$ cat config.mk
export PLATFORM = sky130hd
export DESIGN_NAME = exec_unit
export DESIGN_NICKNAME = d
export VERILOG_FILES = /design/src/rtl/cpu_data_pkg.sv /design/src/rtl/cpu_op_pkg.sv /design/src/rtl/alu_unit.sv /design/src/rtl/div_unit.sv /design/src/rtl/exec_unit.sv /design/src/rtl/hilo_commit.sv
export SDC_FILE = /design/constraint.sdc
export NUM_CORES = 2
export LEC_CHECK = 0
export ABC_CLOCK_PERIOD_IN_PS = 11800
export BUFFER_PORTS_ARGS = -buffer_cell sky130_fd_sc_hd__buf_2
export CAP_MARGIN = 30
export CORE_ASPECT_RATIO = 0.9
export CORE_UTILIZATION = 55
export DETAILED_ROUTE_END_ITERATION = 7
export PLACE_DENSITY = 0.77
export SLEW_MARGIN = 20
export SYNTH_ARGS = -nofsm -noshare
export SYNTH_HDL_FRONTEND = slang
export SYNTH_SLANG_ARGS = --single-unit
$ cat constraint.sdc
create_clock -name clk -period 11.8 [get_ports clk]
set_input_delay 1.77 -clock clk [delete_from_list [all_inputs] [get_ports clk]]
set_output_delay 1.77 -clock clk [all_outputs]
set_load 0.01 [all_outputs]
$ cat src/rtl/cpu_data_pkg.sv
`default_nettype none

package cpu_data_pkg;

    // machine word of the MIPS datapath
    localparam int WORD_W = 32;

    // full product of two words
    localparam int DWORD_W = 2 * WORD_W;

    // bits needed to index a bit of a word
    localparam int WORD_IDX_W = $clog2(WORD_W);

    // operands, results, HI and LO
    typedef logic [WORD_W-1:0] word_t;

    // multiplier product, HI in the upper half
    typedef logic [DWORD_W-1:0] dword_t;

endpackage

`default_nettype wire

$ cat src/rtl/cpu_op_pkg.sv
`default_nettype none

package cpu_op_pkg;

    // execute unit opcodes
    typedef enum logic [3:0] {
        OP_ADDU,
        OP_SUBU,
        OP_AND,
        OP_OR,
        OP_XOR,
        OP_NOR,
        OP_SLT,
        OP_SLTU,
        OP_SLL,
        OP_SRL,
        OP_SRA,
        OP_MULT,
        OP_MULTU,
        OP_DIV,
        OP_DIVU
    } alu_op_e;

    // divider sequencing
    typedef enum logic [1:0] {
        DIV_IDLE,
        DIV_RUN,
        DIV_FIX
    } div_state_e;

endpackage

`default_nettype wire

$ cat src/rtl/alu_unit.sv
`timescale 1ns/10ps
`default_nettype none

module alu_unit (
    input  wire logic                 clk,
    input  wire logic                 rst,
    input  wire logic                 valid_i,
    input  wire cpu_op_pkg::alu_op_e  op_i,
    input  wire cpu_data_pkg::word_t  operand_a_i,
    input  wire cpu_data_pkg::word_t  operand_b_i,
    output logic                      done_o,
    output cpu_data_pkg::word_t       lo_o,
    output cpu_data_pkg::word_t       hi_o,
    output logic                      write_hilo_o
);

    import cpu_data_pkg::*;
    import cpu_op_pkg::*;

    logic                  is_div;
    logic                  is_mult;
    logic [WORD_IDX_W-1:0] shamt;
    dword_t                mul_a;
    dword_t                mul_b;
    dword_t                product;
    word_t                 lo_d;

    assign is_div  = (op_i == OP_DIV) || (op_i == OP_DIVU);
    assign is_mult = (op_i == OP_MULT) || (op_i == OP_MULTU);
    assign shamt   = operand_b_i[WORD_IDX_W-1:0];

    // sign extend for MULT, low half of the product is then the signed product
    assign mul_a = (op_i == OP_MULT) ? {{WORD_W{operand_a_i[WORD_W-1]}}, operand_a_i}
                                     : {{WORD_W{1'b0}}, operand_a_i};
    assign mul_b = (op_i == OP_MULT) ? {{WORD_W{operand_b_i[WORD_W-1]}}, operand_b_i}
                                     : {{WORD_W{1'b0}}, operand_b_i};
    assign product = mul_a * mul_b;

    always_comb begin
        case (op_i)
            OP_ADDU:  lo_d = operand_a_i + operand_b_i;
            OP_SUBU:  lo_d = operand_a_i - operand_b_i;
            OP_AND:   lo_d = operand_a_i & operand_b_i;
            OP_OR:    lo_d = operand_a_i | operand_b_i;
            OP_XOR:   lo_d = operand_a_i ^ operand_b_i;
            OP_NOR:   lo_d = ~(operand_a_i | operand_b_i);
            OP_SLT:   lo_d = word_t'($signed(operand_a_i) < $signed(operand_b_i));
            OP_SLTU:  lo_d = word_t'(operand_a_i < operand_b_i);
            OP_SLL:   lo_d = operand_a_i << shamt;
            OP_SRL:   lo_d = operand_a_i >> shamt;
            OP_SRA:   lo_d = word_t'($signed(operand_a_i) >>> shamt);
            OP_MULT,
            OP_MULTU: lo_d = product[WORD_W-1:0];
            // divides belong to div_unit
            default:  lo_d = '0;
        endcase
    end

    always_ff @(posedge clk) begin
        if (rst) begin
            done_o       <= 1'b0;
            write_hilo_o <= 1'b0;
        end else begin
            done_o       <= valid_i && !is_div;
            write_hilo_o <= valid_i && is_mult;
        end
    end

    always_ff @(posedge clk) begin
        lo_o <= lo_d;
        hi_o <= product[DWORD_W-1:WORD_W];
    end

endmodule

`default_nettype wire

$ cat src/rtl/div_unit.sv
`timescale 1ns/10ps
`default_nettype none

module div_unit (
    input  wire logic                 clk,
    input  wire logic                 rst,
    input  wire logic                 valid_i,
    input  wire cpu_op_pkg::alu_op_e  op_i,
    input  wire cpu_data_pkg::word_t  dividend_i,
    input  wire cpu_data_pkg::word_t  divisor_i,
    output logic                      done_o,
    output cpu_data_pkg::word_t       quotient_o,
    output cpu_data_pkg::word_t       remainder_o,
    output logic                      busy_o
);

    import cpu_data_pkg::*;
    import cpu_op_pkg::*;

    div_state_e            state;
    logic [WORD_IDX_W-1:0] count;
    logic                  start;
    logic                  is_signed;
    word_t                 dividend_mag;
    word_t                 divisor_mag;
    word_t                 quot_q;
    word_t                 rem_q;
    word_t                 divisor_q;
    logic                  neg_quot;
    logic                  neg_rem;
    logic [WORD_W:0]       trial;

    assign start     = valid_i && ((op_i == OP_DIV) || (op_i == OP_DIVU));
    assign is_signed = (op_i == OP_DIV);
    assign busy_o    = (state != DIV_IDLE);

    // magnitudes for a signed divide, signs are put back in DIV_FIX
    assign dividend_mag = (is_signed && dividend_i[WORD_W-1]) ? -dividend_i : dividend_i;
    assign divisor_mag  = (is_signed && divisor_i[WORD_W-1]) ? -divisor_i : divisor_i;

    // shift next dividend bit into the partial remainder and try subtracting
    assign trial = {rem_q, quot_q[WORD_W-1]} - {1'b0, divisor_q};

    always_ff @(posedge clk) begin
        if (rst) begin
            state  <= DIV_IDLE;
            count  <= '0;
            done_o <= 1'b0;
        end else begin
            done_o <= 1'b0;
            case (state)
                DIV_IDLE: begin
                    count <= '0;
                    if (start) begin
                        // zero divisor answers at once
                        if (divisor_i == '0) begin
                            done_o <= 1'b1;
                        end else begin
                            state <= DIV_RUN;
                        end
                    end
                end
                DIV_RUN: begin
                    count <= count + 1'b1;
                    // last of the WORD_W iterations
                    if (count == '1) begin
                        state <= DIV_FIX;
                    end
                end
                DIV_FIX: begin
                    state  <= DIV_IDLE;
                    done_o <= 1'b1;
                end
                default: state <= DIV_IDLE;
            endcase
        end
    end

    always_ff @(posedge clk) begin
        case (state)
            DIV_IDLE: begin
                if (start) begin
                    quotient_o  <= '1;
                    remainder_o <= dividend_i;
                    quot_q      <= dividend_mag;
                    rem_q       <= '0;
                    divisor_q   <= divisor_mag;
                    neg_quot    <= is_signed && (dividend_i[WORD_W-1] ^ divisor_i[WORD_W-1]);
                    neg_rem     <= is_signed && dividend_i[WORD_W-1];
                end
            end
            DIV_RUN: begin
                if (!trial[WORD_W]) begin
                    rem_q  <= trial[WORD_W-1:0];
                    quot_q <= {quot_q[WORD_W-2:0], 1'b1};
                end else begin
                    rem_q  <= {rem_q[WORD_W-2:0], quot_q[WORD_W-1]};
                    quot_q <= {quot_q[WORD_W-2:0], 1'b0};
                end
            end
            DIV_FIX: begin
                quotient_o  <= neg_quot ? -quot_q : quot_q;
                remainder_o <= neg_rem ? -rem_q : rem_q;
            end
            default: ;
        endcase
    end

    // source must hold off while a divide is in flight
    a_no_valid_while_busy: assert property (@(posedge clk) disable iff (rst)
        busy_o |-> !valid_i)
        else $error("valid_i offered while divider busy in %s", state.name());

endmodule

`default_nettype wire

$ cat src/rtl/exec_unit.sv
`timescale 1ns/10ps
`default_nettype none

module exec_unit (
    input  wire logic                 clk,
    input  wire logic                 rst,
    input  wire logic                 valid_i,
    input  wire cpu_op_pkg::alu_op_e  op_i,
    input  wire cpu_data_pkg::word_t  operand_a_i,
    input  wire cpu_data_pkg::word_t  operand_b_i,
    output logic                      done_o,
    output cpu_data_pkg::word_t       result_o,
    output cpu_data_pkg::word_t       hi_o,
    output cpu_data_pkg::word_t       lo_o,
    output logic                      busy_o
);

    import cpu_data_pkg::*;

    logic  alu_done;
    word_t alu_lo;
    word_t alu_hi;
    logic  alu_write_hilo;
    logic  div_done;
    word_t quotient;
    word_t remainder;

    // each unit picks out its own opcodes
    alu_unit alu_unit_i (
        .clk          (clk),
        .rst          (rst),
        .valid_i      (valid_i),
        .op_i         (op_i),
        .operand_a_i  (operand_a_i),
        .operand_b_i  (operand_b_i),
        .done_o       (alu_done),
        .lo_o         (alu_lo),
        .hi_o         (alu_hi),
        .write_hilo_o (alu_write_hilo)
    );

    div_unit div_unit_i (
        .clk         (clk),
        .rst         (rst),
        .valid_i     (valid_i),
        .op_i        (op_i),
        .dividend_i  (operand_a_i),
        .divisor_i   (operand_b_i),
        .done_o      (div_done),
        .quotient_o  (quotient),
        .remainder_o (remainder),
        .busy_o      (busy_o)
    );

    hilo_commit hilo_commit_i (
        .clk              (clk),
        .rst              (rst),
        .alu_done_i       (alu_done),
        .alu_lo_i         (alu_lo),
        .alu_hi_i         (alu_hi),
        .alu_write_hilo_i (alu_write_hilo),
        .div_done_i       (div_done),
        .quotient_i       (quotient),
        .remainder_i      (remainder),
        .done_o           (done_o),
        .result_o         (result_o),
        .hi_o             (hi_o),
        .lo_o             (lo_o)
    );

endmodule

`default_nettype wire

$ cat src/rtl/hilo_commit.sv
`timescale 1ns/10ps
`default_nettype none

module hilo_commit (
    input  wire logic                 clk,
    input  wire logic                 rst,
    input  wire logic                 alu_done_i,
    input  wire cpu_data_pkg::word_t  alu_lo_i,
    input  wire cpu_data_pkg::word_t  alu_hi_i,
    input  wire logic                 alu_write_hilo_i,
    input  wire logic                 div_done_i,
    input  wire cpu_data_pkg::word_t  quotient_i,
    input  wire cpu_data_pkg::word_t  remainder_i,
    output logic                      done_o,
    output cpu_data_pkg::word_t       result_o,
    output cpu_data_pkg::word_t       hi_o,
    output cpu_data_pkg::word_t       lo_o
);

    import cpu_data_pkg::*;

    logic  write_hilo;
    word_t result_d;
    word_t hi_d;

    // at most one unit finishes per cycle
    assign result_d   = div_done_i ? quotient_i : alu_lo_i;
    assign hi_d       = div_done_i ? remainder_i : alu_hi_i;
    assign write_hilo = div_done_i || (alu_done_i && alu_write_hilo_i);

    always_ff @(posedge clk) begin
        if (rst) begin
            done_o   <= 1'b0;
            result_o <= '0;
            hi_o     <= '0;
            lo_o     <= '0;
        end else begin
            done_o <= alu_done_i || div_done_i;
            if (alu_done_i || div_done_i) begin
                result_o <= result_d;
            end
            // LO always mirrors the result word of a multiply or divide
            if (write_hilo) begin
                hi_o <= hi_d;
                lo_o <= result_d;
            end
        end
    end

    // busy back-pressure keeps the two streams apart
    a_single_done: assert property (@(posedge clk) disable iff (rst)
        !(alu_done_i && div_done_i))
        else $error("alu and divider finished in the same cycle");

endmodule

`default_nettype wire

# --- Yosys cells after proc, flatten, opt, wreduce, memory -nomap -nowiden ---
# Index checks and enable logic that the tools add are counted.
# W data, S select, Z words.
word_totals:
  out_inout_bits: 98
  input_bits: 71
  ff_bits: 333
classes:
  mux: 27
  magnitude_cmp: 2
  shift: 3
  n_reduce_logical: 23
  bitwise: 5
  eq_ne: 20
  addsub: 8
  multipliers: 1
ops:
  columns: ["operator", "count"]
  rows:
  - ["$pmux W32 S12", 1]
  - ["$mux W32", 11]
  - ["$pmux W32 S2", 4]
  - ["$mux W64", 2]
  - ["$neg A32 Y32", 4]
  - ["$lt A32 B32 Y1", 2]
  - ["$mul A64 B64 Y64", 1]
  - ["$sub A33 B32 Y33", 1]
  - ["$add A32 B32 Y32", 1]
  - ["$and A32 B32 Y32", 1]
  - ["$logic_not A32 Y1", 1]
  - ["$not A32 Y32", 1]
  - ["$or A32 B32 Y32", 1]
  - ["$shl A32 B5 Y32", 1]
  - ["$shr A32 B5 Y32", 1]
  - ["$sshr A32 B5 Y32", 1]
  - ["$sub A32 B32 Y32", 1]
  - ["$xor A32 B32 Y32", 1]
  - ["$eq A4 B4 Y1 const B", 7]
  - ["$eq A4 B3 Y1 const B", 4]
  - ["$pmux W5 S2", 1]
  - ["$eq A4 B2 Y1 const B", 2]
  - ["$logic_and A1 B1 Y1", 7]
  - ["$mux W2", 3]
  - ["other kinds (19)", 29]

# --- Logic depth before layout (Yosys ltp) ---
logic_depth:
  word_depth: 5
  mapped_depth: 38
  depth_no_buf: 35

# --- Hierarchy ---
# Synthesis repeated with hierarchy kept, for this count alone.
unflattened:
  hier_cells: 8003
  hier_area_um2: 71202.0
modules_own_cells:
  columns: ["module", "area_per_inst_um2", "instances", "cells_each"]
  rows:
  - ["alu_unit", 55856.1, 1, 6427]
  - ["div_unit", 10815.4, 1, 1106]
  - ["hilo_commit", 4530.6, 1, 470]

# --- Least setup slack after synthesis ---
# OpenSTA, ideal clock, no wires.
synth_timing:
  path_kind: "input to register"
  from: "in operand_b_i[3]"
  to: "reg alu_unit_i.hi_o[30]"
  path_slack_ps: 829
  cell_stages: 33
  path_buffers: 4
  arrival_ps: 10847
  setup_time_ps: 123
  cell_sequence: "clkbuf_1 > inv_1 > clkbuf_1 > clkbuf_1 > buf_1 > nor4_1 > fa_1 > inv_1 > fa_1 > inv_1 > fa_1 > fa_1 > inv_1 > fa_1 > inv_1 > fa_1 > fa_1 > fa_1 > fa_1 > inv_1 > fa_1 > inv_1 > ha_1 > a21oi_1 > o21bai_1 > a21o_1 > a21o_1 > a21oi_1 > o21bai_1 > a21o_1 > nor3_1 > a21oi_1 > xor2_1"
synth_via:
  elab_chain_cells: 2
synth_rtl:
  columns: ["item", "line", "rtl"]
  rows:
  - ["start: declaration", "exec_unit.sv:10", "input wire cpu_data_pkg::word_t operand_b_i,"]
  - ["$mux W64", "alu_unit.sv:35", "assign mul_b = (op_i == OP_MULT) ? {{WORD_W{operand_b_i[WORD_W-1]}}, operand_b_i}"]
  - ["$mul A64 B64 Y64", "alu_unit.sv:37", "assign product = mul_a * mul_b;"]
  - ["named net alu_unit_i.product[62]", "alu_unit.sv:25", "dword_t product;"]
  - ["end signal: assignment", "alu_unit.sv:71", "hi_o <= product[DWORD_W-1:WORD_W];"]
  - ["end: declaration", "alu_unit.sv:13", "output cpu_data_pkg::word_t hi_o,"]
# The timed path passes the listed nets, and every way through them passes these cells.
# A chain may end at the register's enable or synchronous reset.

# --- Worst setup path after layout ---
layout_timing:
  from: "in op_i[3]"
  to: "reg alu_unit_i.hi_o[30]"
layout_via:
  elab_chain_cells: 3
layout_rtl:
  columns: ["item", "line", "rtl"]
  rows:
  - ["start: declaration", "exec_unit.sv:8", "input wire cpu_op_pkg::alu_op_e op_i,"]
  - ["$eq A4 B4 Y1 *", "alu_unit.sv:33, alu_unit.sv:35", null]
  - ["$mux W64, on equally long branches", "alu_unit.sv:33, alu_unit.sv:35", null]
  - ["$mul A64 B64 Y64 *", "alu_unit.sv:37", null]
  - ["named net alu_unit_i.product[62]", "alu_unit.sv:25", null]
# The timed path passes the listed nets; every way through them passes the cells marked *.

==> results_dict.tcl <==
set metrics [dict create \
    status "finished, final reports clean" \
    cp-endpoint "alu_unit_i.hi_o[30]" \
    routedWlPerCell_um 28.68 \
    setup.worst_path.class "in2reg" \
    required_ps 12250 \
    holdBufCountCts 0 \
    overflow 0 \
    hold_class "reg2reg" \
    die_h_um 341.4 \
    cts-buffers-inserted 26 \
    skew_ps 16.10 \
    fmax_mhz 89.15 \
    cts_setup_buffers 0 \
    cts_tree "yes" \
    cpPeakStageDelay_ps 760 \
    path_max_fanout 13 \
    seq_area_frac_synth_pct 11.78 \
    synth_top_cell_area_share_pct 40.42 \
    final_layout_size_suffix_gt1_share_pct 6.842 \
    drtPass1Iterations 7 \
    max-cap-violations 0 \
    syn_avg_cell_area_sq_um 8.853 \
    dp_hpwl_mm 229.0 \
    final.setup.tns_ps 0 \
    drc 0 \
    yosys_most_used_dff "dfxtp_1" \
    antenna_found_initial 26 \
    synth-seq-cells 333 \
    synth-edff-count 162 \
    vias 59390 \
    syn-num-nets 9886 \
    ys_types 86 \
    num_rows 124 \
    mostFrequentLayoutCell "inv_1" \
    hold_viol 0 \
    syn_area_sq_um 70370 \
    rsz0062_at_grt "no" \
    async_reset_ff_share_pct 0 \
    tightest_slew_ps 1070 \
    path_clk_slew_ps 70 \
    core_sq_um 126900 \
    pin_count 169 \
    die_area_sq_um 129400 \
    cts_buffer_depth 3 \
    ff2ff_path_depth 15 \
    cts_resized 0 \
    finalSetupViolations 0 \
    ant_nets 0 \
    area_growth_pct 6.169 \
    htree_levels 1 \
    endpoint_kind "flip-flop" \
    netlist_instances 7949 \
    layout_common_cells "inv_1, fa_1, nand2_1" \
    cp_common_cell "fa_1" \
    grt_pass1_wl_mm 406.0 \
    nNetsFinal 9897 \
    place.gp.congestion 1.070 \
    grt_pass1_vias 60760 \
    grt_max_degree 117 \
    port_buffers 168 \
    reg2reg_from "div_unit_i.quot_q[31]" \
    dr.first_iter.drc_count 7504 \
    r2r-end "div_unit_i.rem_q[0]" \
    cp-start-kind "primary input" \
    drt_wl_total_mm 278.2 \
    n_fill_cell 11200 \
    synth_area_leaders "fa_1, inv_1, ha_1" \
    crit_start "op_i[3]" \
    period_minus_slack_ps 11220 \
    vias_per_cell 6.123 \
    r2r_setup_slack_ps 7640 \
    die_w_um 379.1 \
    cts_root_buf "clkbuf_16" \
    clock_latency_ps 570 \
    ys_warn_count 0 \
    cts_sinks 333 \
    maxSlewViolCount 0 \
    synth_top_cell_by_area "fa_1" \
    track_usage_pct 43.57 \
    slew_headroom_pct 28.57 \
    cp_slowest_cell "fa_1" \
    min_period_over_period_pct 95.05 \
    start_util_pct 55.45 \
    arrival_ps 11670 \
]
==> synthesized netlist by cell type, drive strengths merged, types with 12 or more instances <==
cell    number
inv       1603
fa        1421
nand2      923
nor2       847
ha         445
o21ai      345
clkbuf     337
a21oi      258
xnor2      174
dfxtp      171
edfxtp     162
mux2i      156
a211oi     107
buf        104
xor2        84
a21o        65
nand3       61
a221oi      51
o211ai      50
nor3        42
nand2b      40
o31ai       36
a31oi       30
or3         29
o21a        26
and3        24
nand4       23
o21bai      23
nor2b       22
nor4        22
o22ai       22
clkinv      19
and2        18
o41ai       18
or4         17
a221o       15
mux4        14
a22oi       12
or2         12
==> worst min path at each step <==
stage                                        end  slack (ps)  cells past startpoint              startpoint
after floorplan              div_unit_i.count[2]         450                      2     div_unit_i.count[2]
after global placement       div_unit_i.count[2]         460                      2     div_unit_i.count[2]
after detailed placement  hilo_commit_i.lo_o[14]         490                      2  hilo_commit_i.lo_o[14]
after CTS                 hilo_commit_i.lo_o[14]         500                      2  hilo_commit_i.lo_o[14]
after global routing       hilo_commit_i.hi_o[7]         520                      2   hilo_commit_i.hi_o[7]
final                     hilo_commit_i.lo_o[14]         490                      2  hilo_commit_i.lo_o[14]
==> flip-flops by register name, indices dropped and copies added, names as in the netlist <==
| signal | flops |
|---|---|
| div_unit_i.neg_quot | 1 |
| div_unit_i.divisor_q | 32 |
| alu_unit_i.write_hilo_o | 1 |
| hilo_commit_i.hi_o | 32 |
| div_unit_i.state | 2 |
| alu_unit_i.lo_o | 32 |
| div_unit_i.rem_q | 32 |
| div_unit_i.remainder_o | 32 |
| alu_unit_i.hi_o | 32 |
| div_unit_i.neg_rem | 1 |
| alu_unit_i.done_o | 1 |
| div_unit_i.quot_q | 32 |
| hilo_commit_i.result_o | 32 |
| hilo_commit_i.lo_o | 32 |
| div_unit_i.count | 5 |
| div_unit_i.quotient_o | 32 |
| div_unit_i.done_o | 1 |
| hilo_commit_i.done_o | 1 |
==> final cells by class <==
type	count	area, sq um	share of cell area [%]
Clock inverter	14	76.32	0.1022
Antenna cell	19	47.55	0.06364
Tap cell	1701	2128	2.849
Clock buffer	34	721.9	0.9663
Multi-Input combinational cell	5553	54440	72.87
Sequential cell	333	8293	11.10
Inverter	1622	6088	8.149
Timing Repair Buffer	424	2918	3.905
==> per-stage QoR <==
step                setup WS, ps  instance area [sq um]  std cells  util (%)  hold WS, ps
finish                     583.5                  74720       9700     58.87        494.0
global route               316.0                  74670       9682     58.84        519.2
CTS                        740.9                  74570       9676     58.76        497.5
detailed placement         178.9                  73770       9628     58.13        487.6
global placement           367.1                  73720       9625     58.09        462.6
floorplan                  829.2                  70370       7949         -        448.1
==> routing by layer <==
| metal | share of wire, % | GRT usage [%] | wire [um] |
|---|---|---|---|
| met5 | 0.087 | 0 | 241 |
| met3 | 16 | 18.88 | 43990 |
| met4 | 5.7 | 20.24 | 15860 |
| met1 | 38 | 58.08 | 106400 |
| met2 | 40 | 60.93 | 111700 |
==> worst max-delay path, delay by kind of cell <==
kind / cells / cell delay, ps
xor gates and xnor gates: 1 / 140
and+or+nand+nor: 3 / 1140
adders and majority gates: 11 / 5840
buffers and inverters: 9 / 1500
AOI/OAI and AO/OA: 8 / 1250
==> kinds of logic after synthesis <==
| kind of cell | count (synthesis) | share of synthesized area, % |
|---|---|---|
| adder cells (fa/ha/maj) | 1866 | 48.33 |
| AO/OA/AOI/OAI | 1159 | 10.64 |
| flip-flops | 333 | 11.78 |
| XOR/XNOR | 258 | 3.211 |
| buffers and inverters | 2063 | 11.02 |
| AND/OR/NAND/NOR | 2094 | 12.25 |
| multiplexers | 176 | 2.763 |
Power is left out: the tool's default activity adds up to more than one toggle a clock period on the data nets, which glitch-free logic cannot reach.
